## config.mk

```make
export PLATFORM = sky130hd
export DESIGN_NAME = openadc_top
export DESIGN_NICKNAME = d
export VERILOG_FILES = /design/src/openadc_pkg.sv /design/src/adc_trig_if.sv /design/src/adc_control.sv /design/src/heartbeat_leds.sv /design/src/adc_sample_path.sv /design/src/openadc_top.sv
export SDC_FILE = /design/constraint.sdc
export NUM_CORES = 1
export LEC_CHECK = 0
export ABC_CLOCK_PERIOD_IN_PS = 2500
export BUFFER_PORTS_ARGS = -buffer_cell sky130_fd_sc_hd__buf_4
export CORE_MARGIN = 3
export CORE_UTILIZATION = 58
export CTS_CLUSTER_DIAMETER = 30
export DETAILED_ROUTE_END_ITERATION = 8
export GPL_ROUTABILITY_DRIVEN = 1
export PLACE_DENSITY = 0.79
export SLEW_MARGIN = 20
export SYNTH_ARGS = -nofsm -noshare
export SYNTH_HDL_FRONTEND = slang
export SYNTH_SLANG_ARGS = --single-unit
```

## constraint.sdc

```tcl
create_clock -name clk_usb -period 2.5 [get_ports clk_usb]
set_input_delay 0 -clock clk_usb [delete_from_list [all_inputs] [get_ports clk_usb]]
set_output_delay 0 -clock clk_usb [all_outputs]
set_load 0.02 [all_outputs]
```

## src/openadc_pkg.sv

```systemverilog
`default_nettype none

package openadc_pkg;

   // sample and register widths
   typedef logic [11:0] adc_sample_t;
   typedef logic [7:0]  reg_addr_t;
   typedef logic [7:0]  reg_data_t;
   typedef logic [1:0]  led_sel_t;

   // register map
   // bit 1 data source (1 = adc), bits 3:2 led select
   localparam reg_addr_t ADDR_CONTROL = 8'h00;
   localparam reg_addr_t ADDR_ARM     = 8'h01; // write bit 0 to arm
   localparam reg_addr_t ADDR_STATUS  = 8'h02; // read only
   localparam reg_addr_t ADDR_GAIN    = 8'h03;
   localparam reg_addr_t ADDR_TRIG_LO = 8'h04;
   localparam reg_addr_t ADDR_TRIG_HI = 8'h05; // low nibble only

   // control register fields
   localparam int CTRL_SOURCE_BIT = 1;
   localparam int CTRL_LED_LSB    = 2;
   localparam int CTRL_LED_MSB    = 3;

   // status register fields
   localparam int STATUS_ARMED_BIT = 0;
   localparam int STATUS_FIRED_BIT = 7;

   // led source codes
   localparam led_sel_t LED_STATUS    = 2'd0;
   localparam led_sel_t LED_HEARTBEAT = 2'd1;
   localparam led_sel_t LED_FLASH_A   = 2'd2;
   localparam led_sel_t LED_FLASH_B   = 2'd3;

   // trigger level msb picks the compare direction
   localparam int TRIG_DIR_BIT = 11;

endpackage

`default_nettype wire

```

## src/adc_trig_if.sv

```systemverilog
`default_nettype none

interface adc_trig_if;

   logic                    arm;         // one-cycle pulse
   logic                    data_source; // 1 = adc, 0 = counter
   openadc_pkg::adc_sample_t trig_level;
   logic                    armed;
   logic                    fired;       // since last arm

   modport ctrl (
      output arm, data_source, trig_level,
      input  armed, fired
   );

   modport path (
      input  arm, data_source, trig_level,
      output armed, fired
   );

endinterface

`default_nettype wire

```

## src/adc_control.sv

```systemverilog
`default_nettype none

module adc_control (
   input  wire                     clk_usb,
   input  wire                     reset,

   input  wire openadc_pkg::reg_addr_t reg_address_i,
   input  wire openadc_pkg::reg_data_t reg_datai_i,
   input  wire                     reg_read_i,
   input  wire                     reg_write_i,
   output openadc_pkg::reg_data_t  reg_datao_o,

   adc_trig_if.ctrl                trig,

   output openadc_pkg::led_sel_t   led_select_o,
   output logic                    amp_gain_o
);

   logic                     data_source;
   openadc_pkg::led_sel_t    led_select;
   openadc_pkg::reg_data_t   gain;
   openadc_pkg::adc_sample_t trig_level;
   logic                     arm;
   logic [8:0]               pwm_acc;

   // register writes
   always_ff @(posedge clk_usb) begin
      if (reset) begin
         data_source <= 1'b0;
         led_select  <= openadc_pkg::LED_STATUS;
         gain        <= '0;
         trig_level  <= '0;
         arm         <= 1'b0;
      end else begin
         arm <= 1'b0;
         if (reg_write_i) begin
            case (reg_address_i)
               openadc_pkg::ADDR_CONTROL: begin
                  data_source <= reg_datai_i[openadc_pkg::CTRL_SOURCE_BIT];
                  led_select  <= reg_datai_i[openadc_pkg::CTRL_LED_MSB:
                                             openadc_pkg::CTRL_LED_LSB];
               end
               openadc_pkg::ADDR_ARM:     arm <= reg_datai_i[0];
               openadc_pkg::ADDR_GAIN:    gain <= reg_datai_i;
               openadc_pkg::ADDR_TRIG_LO: trig_level[7:0] <= reg_datai_i;
               openadc_pkg::ADDR_TRIG_HI: trig_level[11:8] <= reg_datai_i[3:0];
               default: ;
            endcase
         end
      end
   end

   assign trig.arm         = arm;
   assign trig.data_source = data_source;
   assign trig.trig_level  = trig_level;
   assign led_select_o     = led_select;

   // read mux, zero when idle or unmapped
   always_comb begin
      reg_datao_o = '0;
      if (reg_read_i) begin
         case (reg_address_i)
            openadc_pkg::ADDR_CONTROL: begin
               reg_datao_o[openadc_pkg::CTRL_SOURCE_BIT] = data_source;
               reg_datao_o[openadc_pkg::CTRL_LED_MSB:
                           openadc_pkg::CTRL_LED_LSB] = led_select;
            end
            openadc_pkg::ADDR_STATUS: begin
               reg_datao_o[openadc_pkg::STATUS_ARMED_BIT] = trig.armed;
               reg_datao_o[openadc_pkg::STATUS_FIRED_BIT] = trig.fired;
            end
            openadc_pkg::ADDR_GAIN:    reg_datao_o = gain;
            openadc_pkg::ADDR_TRIG_LO: reg_datao_o = trig_level[7:0];
            openadc_pkg::ADDR_TRIG_HI: reg_datao_o = {4'b0, trig_level[11:8]};
            default:                   reg_datao_o = '0;
         endcase
      end
   end

   // pwm gain: carry out of an 8-bit accumulator
   always_ff @(posedge clk_usb) begin
      if (reset)
         pwm_acc <= '0;
      else
         pwm_acc <= {1'b0, pwm_acc[7:0]} + {1'b0, gain};
   end

   assign amp_gain_o = pwm_acc[8]; // high gain/256 of the time

   // arm comes from a single-cycle write strobe
   arm_single_pulse: assert property (
      @(posedge clk_usb) disable iff (reset) arm |=> !arm
   ) else $error("arm pulse held for more than one cycle");

   // the bus never reads and writes at once
   bus_rw_exclusive: assert property (
      @(posedge clk_usb) disable iff (reset) !(reg_read_i && reg_write_i)
   ) else $error("register read and write in the same cycle");

endmodule

`default_nettype wire

```

## src/heartbeat_leds.sv

```systemverilog
`default_nettype none

module heartbeat_leds #(
   parameter int pHEARTBEAT_BITS = 26
) (
   input  wire                    clk_usb,
   input  wire                    reset,
   input  wire openadc_pkg::led_sel_t led_select_i,
   input  wire                    armed_i,
   input  wire                    fired_i,
   output logic                   freq_measure_o,
   output logic                   flash_pattern_o,
   output logic                   led_armed_o,
   output logic                   led_capture_o
);

   logic [pHEARTBEAT_BITS-1:0] hb_count;
   logic                       strobe_bit_r;

   if (pHEARTBEAT_BITS < 5) begin : g_width_check
      $error("heartbeat counter needs at least 5 bits");
   end

   // free-running timer and rising-edge strobe on bit B-4
   always_ff @(posedge clk_usb) begin
      if (reset) begin
         hb_count       <= '0;
         strobe_bit_r   <= 1'b0;
         freq_measure_o <= 1'b0;
      end else begin
         hb_count       <= hb_count + 1'b1;
         strobe_bit_r   <= hb_count[pHEARTBEAT_BITS-4];
         freq_measure_o <= hb_count[pHEARTBEAT_BITS-4] & ~strobe_bit_r;
      end
   end

   always_ff @(posedge clk_usb) begin
      if (reset)
         flash_pattern_o <= 1'b0;
      else if (hb_count[pHEARTBEAT_BITS-1]) // only during upper half
         flash_pattern_o <= ~hb_count[pHEARTBEAT_BITS-3];
   end

   // led source
   always_comb begin
      case (led_select_i)
         openadc_pkg::LED_HEARTBEAT: begin
            led_armed_o   = hb_count[pHEARTBEAT_BITS-2];
            led_capture_o = hb_count[pHEARTBEAT_BITS-1];
         end
         openadc_pkg::LED_FLASH_A, openadc_pkg::LED_FLASH_B: begin
            led_armed_o   = flash_pattern_o;
            led_capture_o = flash_pattern_o;
         end
         default: begin // status
            led_armed_o   = armed_i;
            led_capture_o = fired_i;
         end
      endcase
   end

   freq_strobe_single: assert property (
      @(posedge clk_usb) disable iff (reset) freq_measure_o |=> !freq_measure_o
   ) else $error("freq_measure_o high on consecutive cycles");

endmodule

`default_nettype wire

```

## src/adc_sample_path.sv

```systemverilog
`default_nettype none

module adc_sample_path (
   input  wire                        clk_usb,
   input  wire                        reset,
   input  wire openadc_pkg::adc_sample_t adc_data_i,
   adc_trig_if.path                   trig,
   output logic                       trigger_adc_o
);

   openadc_pkg::adc_sample_t test_count;
   openadc_pkg::adc_sample_t sample_pre;
   openadc_pkg::adc_sample_t sample_cmp;
   logic                     armed;
   logic                     fired;
   logic                     level_hit;

   // test pattern source
   always_ff @(posedge clk_usb) begin
      if (reset)
         test_count <= '0;
      else
         test_count <= test_count + 1'b1;
   end

   // two-stage resample ahead of the compare
   always_ff @(posedge clk_usb) begin
      sample_pre <= trig.data_source ? adc_data_i : test_count;
      sample_cmp <= sample_pre;
   end

   // msb of the level picks above or below
   always_comb begin
      if (trig.trig_level[openadc_pkg::TRIG_DIR_BIT])
         level_hit = sample_cmp > trig.trig_level;
      else
         level_hit = sample_cmp < trig.trig_level;
   end

   // one-shot: fire once, then drop armed on the same edge
   always_ff @(posedge clk_usb) begin
      if (reset) begin
         armed         <= 1'b0;
         fired         <= 1'b0;
         trigger_adc_o <= 1'b0;
      end else begin
         trigger_adc_o <= armed & level_hit;

         if (trig.arm)
            armed <= 1'b1;
         else if (level_hit)
            armed <= 1'b0;

         if (trig.arm)
            fired <= 1'b0;
         else if (armed && level_hit)
            fired <= 1'b1;
      end
   end

   assign trig.armed = armed;
   assign trig.fired = fired;

   // trigger is a single-cycle pulse
   trig_single_cycle: assert property (
      @(posedge clk_usb) disable iff (reset) trigger_adc_o |=> !trigger_adc_o
   ) else $error("trigger_adc_o held for more than one cycle");

   // no trigger without being armed the cycle before
   trig_needs_arm: assert property (
      @(posedge clk_usb) disable iff (reset) trigger_adc_o |-> $past(armed)
   ) else $error("trigger_adc_o without a preceding armed cycle");

endmodule

`default_nettype wire

```

## src/openadc_top.sv

```systemverilog
`default_nettype none

module openadc_top #(
   parameter int pHEARTBEAT_BITS = 26
) (
   input  wire                        clk_usb,
   input  wire                        reset,

   // register bus
   input  wire openadc_pkg::reg_addr_t   reg_address_i,
   input  wire openadc_pkg::reg_data_t   reg_datai_i,
   input  wire                        reg_read_i,
   input  wire                        reg_write_i,
   output openadc_pkg::reg_data_t     reg_datao_o,

   input  wire openadc_pkg::adc_sample_t adc_data_i,

   output logic                       trigger_adc_o,
   output logic                       amp_gain_o,
   output logic                       freq_measure_o,
   output logic                       flash_pattern_o,
   output logic                       led_armed_o,
   output logic                       led_capture_o
);

   openadc_pkg::led_sel_t led_select;

   adc_trig_if trig_bus ();

   adc_control adc_control_inst (
      .clk_usb       (clk_usb),
      .reset         (reset),
      .reg_address_i (reg_address_i),
      .reg_datai_i   (reg_datai_i),
      .reg_read_i    (reg_read_i),
      .reg_write_i   (reg_write_i),
      .reg_datao_o   (reg_datao_o),
      .trig          (trig_bus.ctrl),
      .led_select_o  (led_select),
      .amp_gain_o    (amp_gain_o)
   );

   adc_sample_path adc_sample_path_inst (
      .clk_usb       (clk_usb),
      .reset         (reset),
      .adc_data_i    (adc_data_i),
      .trig          (trig_bus.path),
      .trigger_adc_o (trigger_adc_o)
   );

   heartbeat_leds #(
      .pHEARTBEAT_BITS (pHEARTBEAT_BITS)
   ) heartbeat_leds_inst (
      .clk_usb         (clk_usb),
      .reset           (reset),
      .led_select_i    (led_select),
      .armed_i         (trig_bus.armed),
      .fired_i         (trig_bus.fired),
      .freq_measure_o  (freq_measure_o),
      .flash_pattern_o (flash_pattern_o),
      .led_armed_o     (led_armed_o),
      .led_capture_o   (led_capture_o)
   );

endmodule

`default_nettype wire

```

==> metrics.yaml, run 1 <==
finish:
  filler_cell_count: 552
  final_core_utilization_pct: 70.5
  layout_common_cells: "sky130_fd_sc_hd__dfxtp_1 (101), sky130_fd_sc_hd__nor2_1 (68), sky130_fd_sc_hd__buf_4 (47)"
  nets: 581
  final-instance-count-excl-fill: 629
  drive_gt1_share_pct: 15.7
  synthToLayoutAreaGrowth_pct: 17.6
  layout_commonest_cell: "sky130_fd_sc_hd__dfxtp_1"
  n_antenna_cell: 0
clocking:
  clk_path_buf_depth: 2
  ctsHtreeMaxLevel: 3
  cts_hold_repair.buffers: 22
  cts_resized: 0
  cts_setup_buffers: 0
  cts_tree: "done"
  clk-insertion-delay-late_ns: 0.36
  clock_transition_at_the_registers_of_the_reported_paths_ns: 0.09
  cts_sinks: 101
  root_buffer: "sky130_fd_sc_hd__clkbuf_8"
  cts_buffers: 9
routing:
  drt-vias-per-instance: 5.43
  via_count: 3413
  route.detailed.wl_per_inst_um: 14.7
  antenna_left: 0
  routed_wl_um: 9250
  drt-initial-drc-count: 136
  drtPass1Iterations: 6
  detail_route.drc_violations: 0
synthesis:
  synthesis.nets: 517
  synth_enable_flop_cells: 0
  synth_area_in_adders_pct: 6.75
  synth_xor_xnor_area_share_pct: 6.41
  synth.cell_area_sq_mm: 0.00437
  synth-seq-area-share_pct: 46.2
  synth_compound_area_share_pct: 8.58
  post_synth_and_or_nand_nor_area_fraction_pct: 20.1
  post_synth_main_area_contributors: "sky130_fd_sc_hd__dfxtp_1 (46%), sky130_fd_sc_hd__ha_1 (6.3%), sky130_fd_sc_hd__nor2_1 (5.8%)"
  asyncSetResetFlopFracSynth_pct: 0
  synthesis.instances: 462
  muxShareOfSynthArea_pct: 7.70
  yosysWarningCount: 0
  syn_area_per_cell_sq_um: 9.47
  synth_top_flop_cell: "sky130_fd_sc_hd__dfxtp_1"
  unique_masters_post_synth: 44
  synth.top_cell.area_share_pct: 46.2
  synth_top_cell_by_area: "sky130_fd_sc_hd__dfxtp_1"
  synth-seq-cells: 101
  largest_family_of_logic_cells_by_synthesized_area: "simple AND/OR/NAND/NOR gates"
sta:
  totalNegativeSetupSlack_ns: 0
  achievable-frequency_ghz: 0.470
  worst_case_headroom_to_the_max_slew_limit_pct: 62.3
  worst_pin_slew_ns: 0.565
  layout_worst_path_cycle_share_pct: 85.1
  setup-violations-final: 0
  setup_skew_after_layout_ns: 0.00576
  rsz0062_at_grt: "false"
  timing_hold_violations_final: 0
  slew_viol_final: 0
  finalWorstPathRequiredPeriod_ns: 2.13
setup_path:
  worstPathArrival_ns: 2.35
  critical-path-max-stage-delay_ns: 0.43
  critical_path.endpoint_type: "flop"
  timing.critical_path.slowest_stage_cell: "sky130_fd_sc_hd__or3_1"
  worst_setup_path_startpoint: "adc_control_inst.trig.trig_level[11]"
  cp.required_ns: 2.73
  worstReg2RegStart: "adc_control_inst.trig.trig_level[11]"
  cp-start-kind: "flop"
  crit_type: "flop to flop"
  worstReg2RegEnd: "adc_sample_path_inst.trig.armed"
  crit_path_cell_trace: "inv_1, ha_1, nand4_1, or3_1, o211ai_1, mux2i_1, a211oi_1"
  reg2reg_depth: 7
  crit_path_max_fanout: 5
  setup.reg_to_reg.worst_slack_ns: 0.37
floorplan:
  floorplan.die_area_sq_mm: 0.00862
  floorplan.rows: 31
  start_util_pct: 60.0
  core_sq_mm: 0.00729
  fp.dieH_um: 92.8
  dieWidth_um: 92.8
  io-pin-count: 46
global_routing:
  grt_start_max_net_pins: 55
  first_global_vias: 3327
  number_of_antenna_violations_at_the_first_check_in_global_routing: 0
  grt.overflow.total: 0
  grt_pass1_wl_um: 15200
  all_layer_gr_usage_pct: 22.3
run_status:
  outcome: "completed"
pwr:
  power.total_w: 0.00281
  power.density_mw_per_mm2: 547
  p_leak_nw: 2.19
  max-vdd-ir-drop_mv: 0.344
hold_path:
  worst_hold_path.num_cells: 2
  worstHoldStart: "reset"
  min_delay_worst_endpoint: "heartbeat_leds_inst.hb_count[18]"
  hold_path_class: "input pin to flop"
run:
  cap_viol_max_count: 0
place:
  dp.final_hpwl_um: 6240
  placed_cells_incl_taps: 592
  io_buffer_count: 45
  routabilityCongestion: 0.866
worst max path at each step:
| stage | cells after the start | slack, ns | endpoint |
|---|---|---|---|
| after floorplan | 4 | 0.62 | reg_datao_o[0] |
| after global placement | 7 | 0.55 | adc_sample_path_inst.trig.armed |
| after detailed placement | 7 | 0.43 | adc_sample_path_inst.trig.armed |
| after CTS | 7 | 0.40 | adc_sample_path_inst.trig.armed |
| after global routing | 7 | 0.20 | adc_sample_path_inst.trig.armed |
| final | 7 | 0.37 | adc_sample_path_inst.trig.armed |
power breakdown:
group | total, W | internal, W | switching, W | leakage, nW
Sequential | 0.00164 | 0.00162 | 0.0000128 | 0.816
Combinational | 0.000160 | 0.0000834 | 0.0000766 | 1.28
Clock | 0.00101 | 0.000484 | 0.000531 | 0.0992
Total | 0.00281 | 0.00219 | 0.000620 | 2.19
flip-flops by register name, indices dropped and copies added, names as in the netlist:
register                             cells
adc_control_inst.trig.data_source        1
adc_control_inst.trig.trig_level        12
heartbeat_leds_inst.freq_measure_o       1
heartbeat_leds_inst.hb_count            26
adc_sample_path_inst.trig.fired          1
heartbeat_leds_inst.strobe_bit_r         1
adc_control_inst.gain                    8
heartbeat_leds_inst.flash_pattern_o      1
adc_sample_path_inst.sample_pre         12
adc_sample_path_inst.test_count         12
adc_control_inst.trig.arm                1
adc_sample_path_inst.trig.armed          1
adc_control_inst.led_select_o            2
adc_sample_path_inst.sample_cmp         12
adc_control_inst.pwm_acc                 9
adc_sample_path_inst.trigger_adc_o       1
worst max-delay path, delay by kind of cell, from the launching register on:
| family | cells | cell delay [ns] |
|---|---|---|
| AOI/OAI and AO/OA | 2 | 0.35 |
| adders and majority gates | 1 | 0.29 |
| buffers and inverters | 1 | 0.06 |
| DFF | 1 | 0.41 |
| muxes | 1 | 0.33 |
| and+or+nand+nor | 2 | 0.54 |
cells by family (layout without fill, tap and decap cells):
group                      Yosys count  in the layout
adders and majority gates           23             23
DFF                                101            101
muxes                               32             32
and+or+nand+nor                    177            177
AOI/OAI and AO/OA                   63             63
xor gates and xnor gates            32             32
buffers and inverters               34            102
synth_stat cells (all sizes together) (2+ instances only):
| cell | number |
|---|---|
| mux2 | 13 |
| dfxtp | 101 |
| a21oi | 24 |
| and3 | 10 |
| or3 | 8 |
| and4 | 5 |
| o21ai | 14 |
| a31oi | 6 |
| nand4 | 6 |
| xor2 | 22 |
| nand3 | 20 |
| nand2 | 29 |
| nor3 | 3 |
| xnor2 | 10 |
| or4 | 2 |
| inv | 18 |
| a22oi | 6 |
| nor2b | 19 |
| clkbuf | 11 |
| buf | 4 |
| a211oi | 5 |
| mux2i | 19 |
| nor2 | 69 |
| ha | 22 |
| a21o | 2 |
| and2 | 4 |
layer usage:
metal	GRT usage (%)	vias to the layer above	share of wire, %
li1	-	1712	-
met1	28.4	1569	45
met2	36.1	107	46
met3	3.82	25	5.1
met4	11.7	0	3.1
met5	0	-	0
through the flow:
step	instance area, sq um	setup WS [ns]	hold WS, ns
CTS	5140	0.404	0.0951
floorplan	4370	0.623	0.0791
detailed placement	4730	0.428	0.231
global route	5140	0.201	0.121
global placement	4730	0.553	0.229
finish	5140	0.374	0.0929
cell type report:
| type | count | area (sq um) | area share (%) |
|---|---|---|---|
| Inverter | 18 | 67.6 | 1.31 |
| Sequential cell | 101 | 2020 | 39.3 |
| Timing Repair Buffer | 69 | 573 | 11.1 |
| Tap cell | 99 | 124 | 2.41 |
| Clock buffer | 11 | 141 | 2.75 |
| Clock inverter | 4 | 48.8 | 0.949 |
| Multi-Input combinational cell | 327 | 2170 | 42.1 |
(Power assumes the default switching activity.)
==> inputs of run 2 (changes only) <==
--- a/config.mk
+++ b/config.mk
@@ -5,14 +5,15 @@
 export SDC_FILE = /design/constraint.sdc
 export NUM_CORES = 1
 export LEC_CHECK = 0
+export ABC_AREA = 1
 export ABC_CLOCK_PERIOD_IN_PS = 2500
 export BUFFER_PORTS_ARGS = -buffer_cell sky130_fd_sc_hd__buf_4
 export CORE_MARGIN = 3
-export CORE_UTILIZATION = 58
+export CORE_UTILIZATION = 59
 export CTS_CLUSTER_DIAMETER = 30
 export DETAILED_ROUTE_END_ITERATION = 8
 export GPL_ROUTABILITY_DRIVEN = 1
-export PLACE_DENSITY = 0.79
+export PLACE_DENSITY = 0.8
 export SLEW_MARGIN = 20
 export SYNTH_ARGS = -nofsm -noshare
 export SYNTH_HDL_FRONTEND = slang
==> run 2 against run 1 <==
Net effect: critical path depth rose by 3; via count grew 26%; non-clock buffer count rose by 1; global-route usage up 3.7 points; synthesized cell count grew 38%; clock skew up 0.0054 ns; combinational power up 5%; register-to-register slack improved by 0.40 ns; synthesized area up 6.3%; cell count grew 29%; critical path type is now input pin to output port; largest cell class unchanged.
==> metrics.yaml, run 2 <==
pwr:
  max-vdd-ir-drop_mv: 0.328  # -4.8%
  p_leak_nw: 2.27  # +3.7%
  power.density_mw_per_mm2: 524  # -4.2%
  power.total_w: 0.00290  # +3.0%
setup_path:
  worstPathArrival_ns: 1.87  # -0.48 ns
  cp.required_ns: 2.50  # -0.23 ns
  crit_type: "input pin to output port"
  worst_setup_path_startpoint: "reg_address_i[0]"
  reg2reg_depth: 9  # +2
  critPathCapture: "reg_datao_o[1]"
  crit_path_cell_trace: "dlygate4sd3_1, buf_4, inv_1, nand2_1, nor2_1, nand2_1, inv_1, nand2_1, a41oi_1, buf_4"
  cp-start-kind: "input pin"
  setup.reg_to_reg.worst_slack_ns: 0.77  # +0.40 ns
  timing.critical_path.slowest_stage_cell: "sky130_fd_sc_hd__dlygate4sd3_1"
  critical_path.endpoint_type: "output port"
  worstReg2RegStart: "adc_control_inst.gain[0]"
  worst_path_dominant_cell_family: "buffers and inverters"
  timing.critical_path.mode_cell: "sky130_fd_sc_hd__nand2_1"
  cp.buffers_inverters: 5  # +4
  crit_cells: 10  # +3
  crit_path_max_fanout: 7  # +2
  worstReg2RegEnd: "adc_control_inst.pwm_acc[6]"
  critical-path-max-stage-delay_ns: 0.54  # +0.11 ns
run_status:
  outcome: "completed"
routing:
  route.detailed.wl_per_inst_um: 13.6  # -7.7%
  drt-initial-drc-count: 247  # +82%
  routed_wl_um: 11000  # +19%
  drt-vias-per-instance: 5.30  # -2.3%
  via_count: 4306  # +26%
  drtPass1Iterations: 4  # -2
  detail_route.drc_violations: 0  # unchanged
  antenna_left: 0  # unchanged
synthesis:
  synth.most_common_cell: "sky130_fd_sc_hd__nand2_1"
  yosysWarningCount: 0  # unchanged
  synthesis.instances: 637  # +38%
  synth_top_flop_cell: "sky130_fd_sc_hd__dfxtp_1"
  synth.cell_area_sq_mm: 0.00465  # +6.3%
  synthesis.nets: 692  # +34%
  synth_enable_flop_cells: 0  # unchanged
  synth_top_cell_by_area: "sky130_fd_sc_hd__dfxtp_1"
  ys_top_cells_by_count: "sky130_fd_sc_hd__nand2_1 (146), sky130_fd_sc_hd__dfxtp_1 (101), sky130_fd_sc_hd__inv_1 (79)"
  synth-seq-area-share_pct: 43.5  # -2.7 points
  unique_masters_post_synth: 35  # -20%
  asyncSetResetFlopFracSynth_pct: 0  # unchanged
  synth-seq-cells: 101  # unchanged
  syn_area_per_cell_sq_um: 7.30  # -23%
  post_synth_main_area_contributors: "sky130_fd_sc_hd__dfxtp_1 (43%), sky130_fd_sc_hd__nand2_1 (12%), sky130_fd_sc_hd__a21oi_1 (6.7%)"
  synth.top_cell.area_share_pct: 43.5  # -2.7 points
place:
  routabilityCongestion: 0.891  # +2.8%
  dp.final_hpwl_um: 8210  # +32%
  io_buffer_count: 45  # unchanged
global_routing:
  first_global_vias: 4157  # +25%
  grt_start_max_net_pins: 39  # -29%
  grt.overflow.total: 0  # unchanged
  number_of_antenna_violations_at_the_first_check_in_global_routing: 0  # unchanged
  all_layer_gr_usage_pct: 26.0  # +3.7 points
  grt-busiest-layer: "met2"
  grt_pass1_wl_um: 18300  # +20%
  use_met1_pct: 32.2  # +3.8 points
  globalRouteMet3Util_pct: 4.14  # +0.33 points
  grtUsageMet2_pct: 45.2  # +9.2 points
floorplan:
  dieWidth_um: 94.8  # +2.1%
  fp.dieH_um: 94.8  # +2.1%
  floorplan.die_area_sq_mm: 0.00898  # +4.2%
  floorplan.rows: 31  # unchanged
  start_util_pct: 62.4  # +2.4 points
  core_sq_mm: 0.00745  # +2.1%
  io-pin-count: 46  # unchanged
sta:
  totalNegativeSetupSlack_ns: 0  # unchanged
  layout_worst_path_cycle_share_pct: 74.9  # -10 points
  worst_case_headroom_to_the_max_slew_limit_pct: 51.9  # -10 points
  achievable-frequency_ghz: 0.534  # +14%
  setup_skew_after_layout_ns: 0.0111  # +0.00538 ns
  rsz0062_at_grt: "false"
  slew_viol_final: 0  # unchanged
  worst_pin_slew_ns: 0.721  # +0.155 ns
  finalWorstPathRequiredPeriod_ns: 1.87  # -0.254 ns
  timing_hold_violations_final: 0  # unchanged
  setup-violations-final: 0  # unchanged
hold_path:
  hold_path_class: "input pin to flop"
run:
  cap_viol_max_count: 0  # unchanged
finish:
  synthToLayoutAreaGrowth_pct: 19.0
  n_antenna_cell: 0  # unchanged
  largest_register_ff_count: 26  # unchanged
  drive_gt1_share_pct: 13.0  # -2.6 points
  layout_common_cells: "sky130_fd_sc_hd__nand2_1 (146), sky130_fd_sc_hd__dfxtp_1 (101), sky130_fd_sc_hd__inv_1 (79)"
  top_register: "heartbeat_leds_inst.hb_count"
  layout_commonest_cell: "sky130_fd_sc_hd__nand2_1"
  nets: 763  # +31%
clocking:
  cts_resized: 0  # unchanged
  cts_hold_repair.buffers: 23  # +4.5%
  clk-insertion-delay-late_ns: 0.35  # about the same
  clock_transition_at_the_registers_of_the_reported_paths_ns: 0.10  # about the same
  cts_setup_buffers: 0  # unchanged
  ctsHtreeMaxLevel: 3  # unchanged
  cts_buffers: 9  # unchanged
  clk_path_buf_depth: 2  # unchanged
  root_buffer: "sky130_fd_sc_hd__clkbuf_8"
  cts_sinks: 101  # unchanged
  cts_tree: "done"
[run 2: kinds of logic (layout without fill, tap and decap cells)]
family	Yosys count	count (layout)	synth area share, %
flops	101	101	43.5
simple gates	290	290	27.7
mux	3	3	0.727
buf+inv	98	174	7.91
fa+ha+maj	23	23	6.35
compound gates	119	119	13.3
xor+xnor	3	3	0.565
[run 2: how the worst min path moves through the flow]
stage	slack [ns]	start	end	cells after the start
2_1_floorplan	0.11	adc_data_i[10]	adc_sample_path_inst.sample_pre[10]	2
3_3_place_gp	0.21	adc_data_i[7]	adc_sample_path_inst.sample_pre[7]	3
3_5_place_dp	0.20	adc_data_i[9]	adc_sample_path_inst.sample_pre[9]	3
4_1_cts	0.04	reg_address_i[3]	adc_control_inst.trig.arm	6
5_1_grt	0.08	reg_address_i[3]	adc_control_inst.trig.arm	6
6_report	0.07	reg_address_i[3]	adc_control_inst.trig.arm	6
[run 2: layout make-up]
class / count / area (sq um)
Multi-Input combinational cell: 438 / 2260
Sequential cell: 101 / 2020
Fill cell: 595 / 1920
Timing Repair Buffer: 70 / 583
Inverter: 88 / 330
Clock buffer: 10 / 138
Tap cell: 99 / 124
Clock inverter: 6 / 75.1
[run 2: worst reg2reg max path, stage by stage, from the launching register on]
cell	delay (ns)
sky130_fd_sc_hd__dfxtp_1	0.34
sky130_fd_sc_hd__ha_1	0.21
sky130_fd_sc_hd__fa_1	0.41
sky130_fd_sc_hd__nand3_1	0.09
sky130_fd_sc_hd__nand2_1	0.10
sky130_fd_sc_hd__nand2_1	0.07
sky130_fd_sc_hd__nand2_1	0.05
sky130_fd_sc_hd__a21oi_1	0.17
sky130_fd_sc_hd__o21ai_0	0.10
sky130_fd_sc_hd__a21oi_1	0.12
[run 2: report_power, final]
group | internal, W | leakage (nW) | total (W) | switching (W)
sequential | 0.00163 | 0.816 | 0.00164 | 0.0000125
clock | 0.000508 | 0.106 | 0.00109 | 0.000580
combinational | 0.0000838 | 1.35 | 0.000168 | 0.0000847
[run 2: layer usage]
metal | part of all wire (%) | up-vias
li1 | - | 2211
met1 | 46 | 1946
met2 | 47 | 123
met3 | 5.4 | 26
met4 | 2.4 | 0
met5 | 0 | -
[run 2: per-stage QoR]
stage | utilization, % | instance area (sq um) | hold slack [ns] | instances | setup slack [ns]
floorplan | - | 4650 | 0.113 | 637 | 0.973
global placement | 68.3 | 5090 | 0.207 | 773 | 0.894
detailed placement | 68.3 | 5090 | 0.204 | 773 | 0.836
CTS | 74.3 | 5530 | 0.0405 | 812 | 0.670
global route | 74.3 | 5530 | 0.0813 | 812 | 0.497
finish | 74.3 | 5530 | 0.0656 | 812 | 0.628
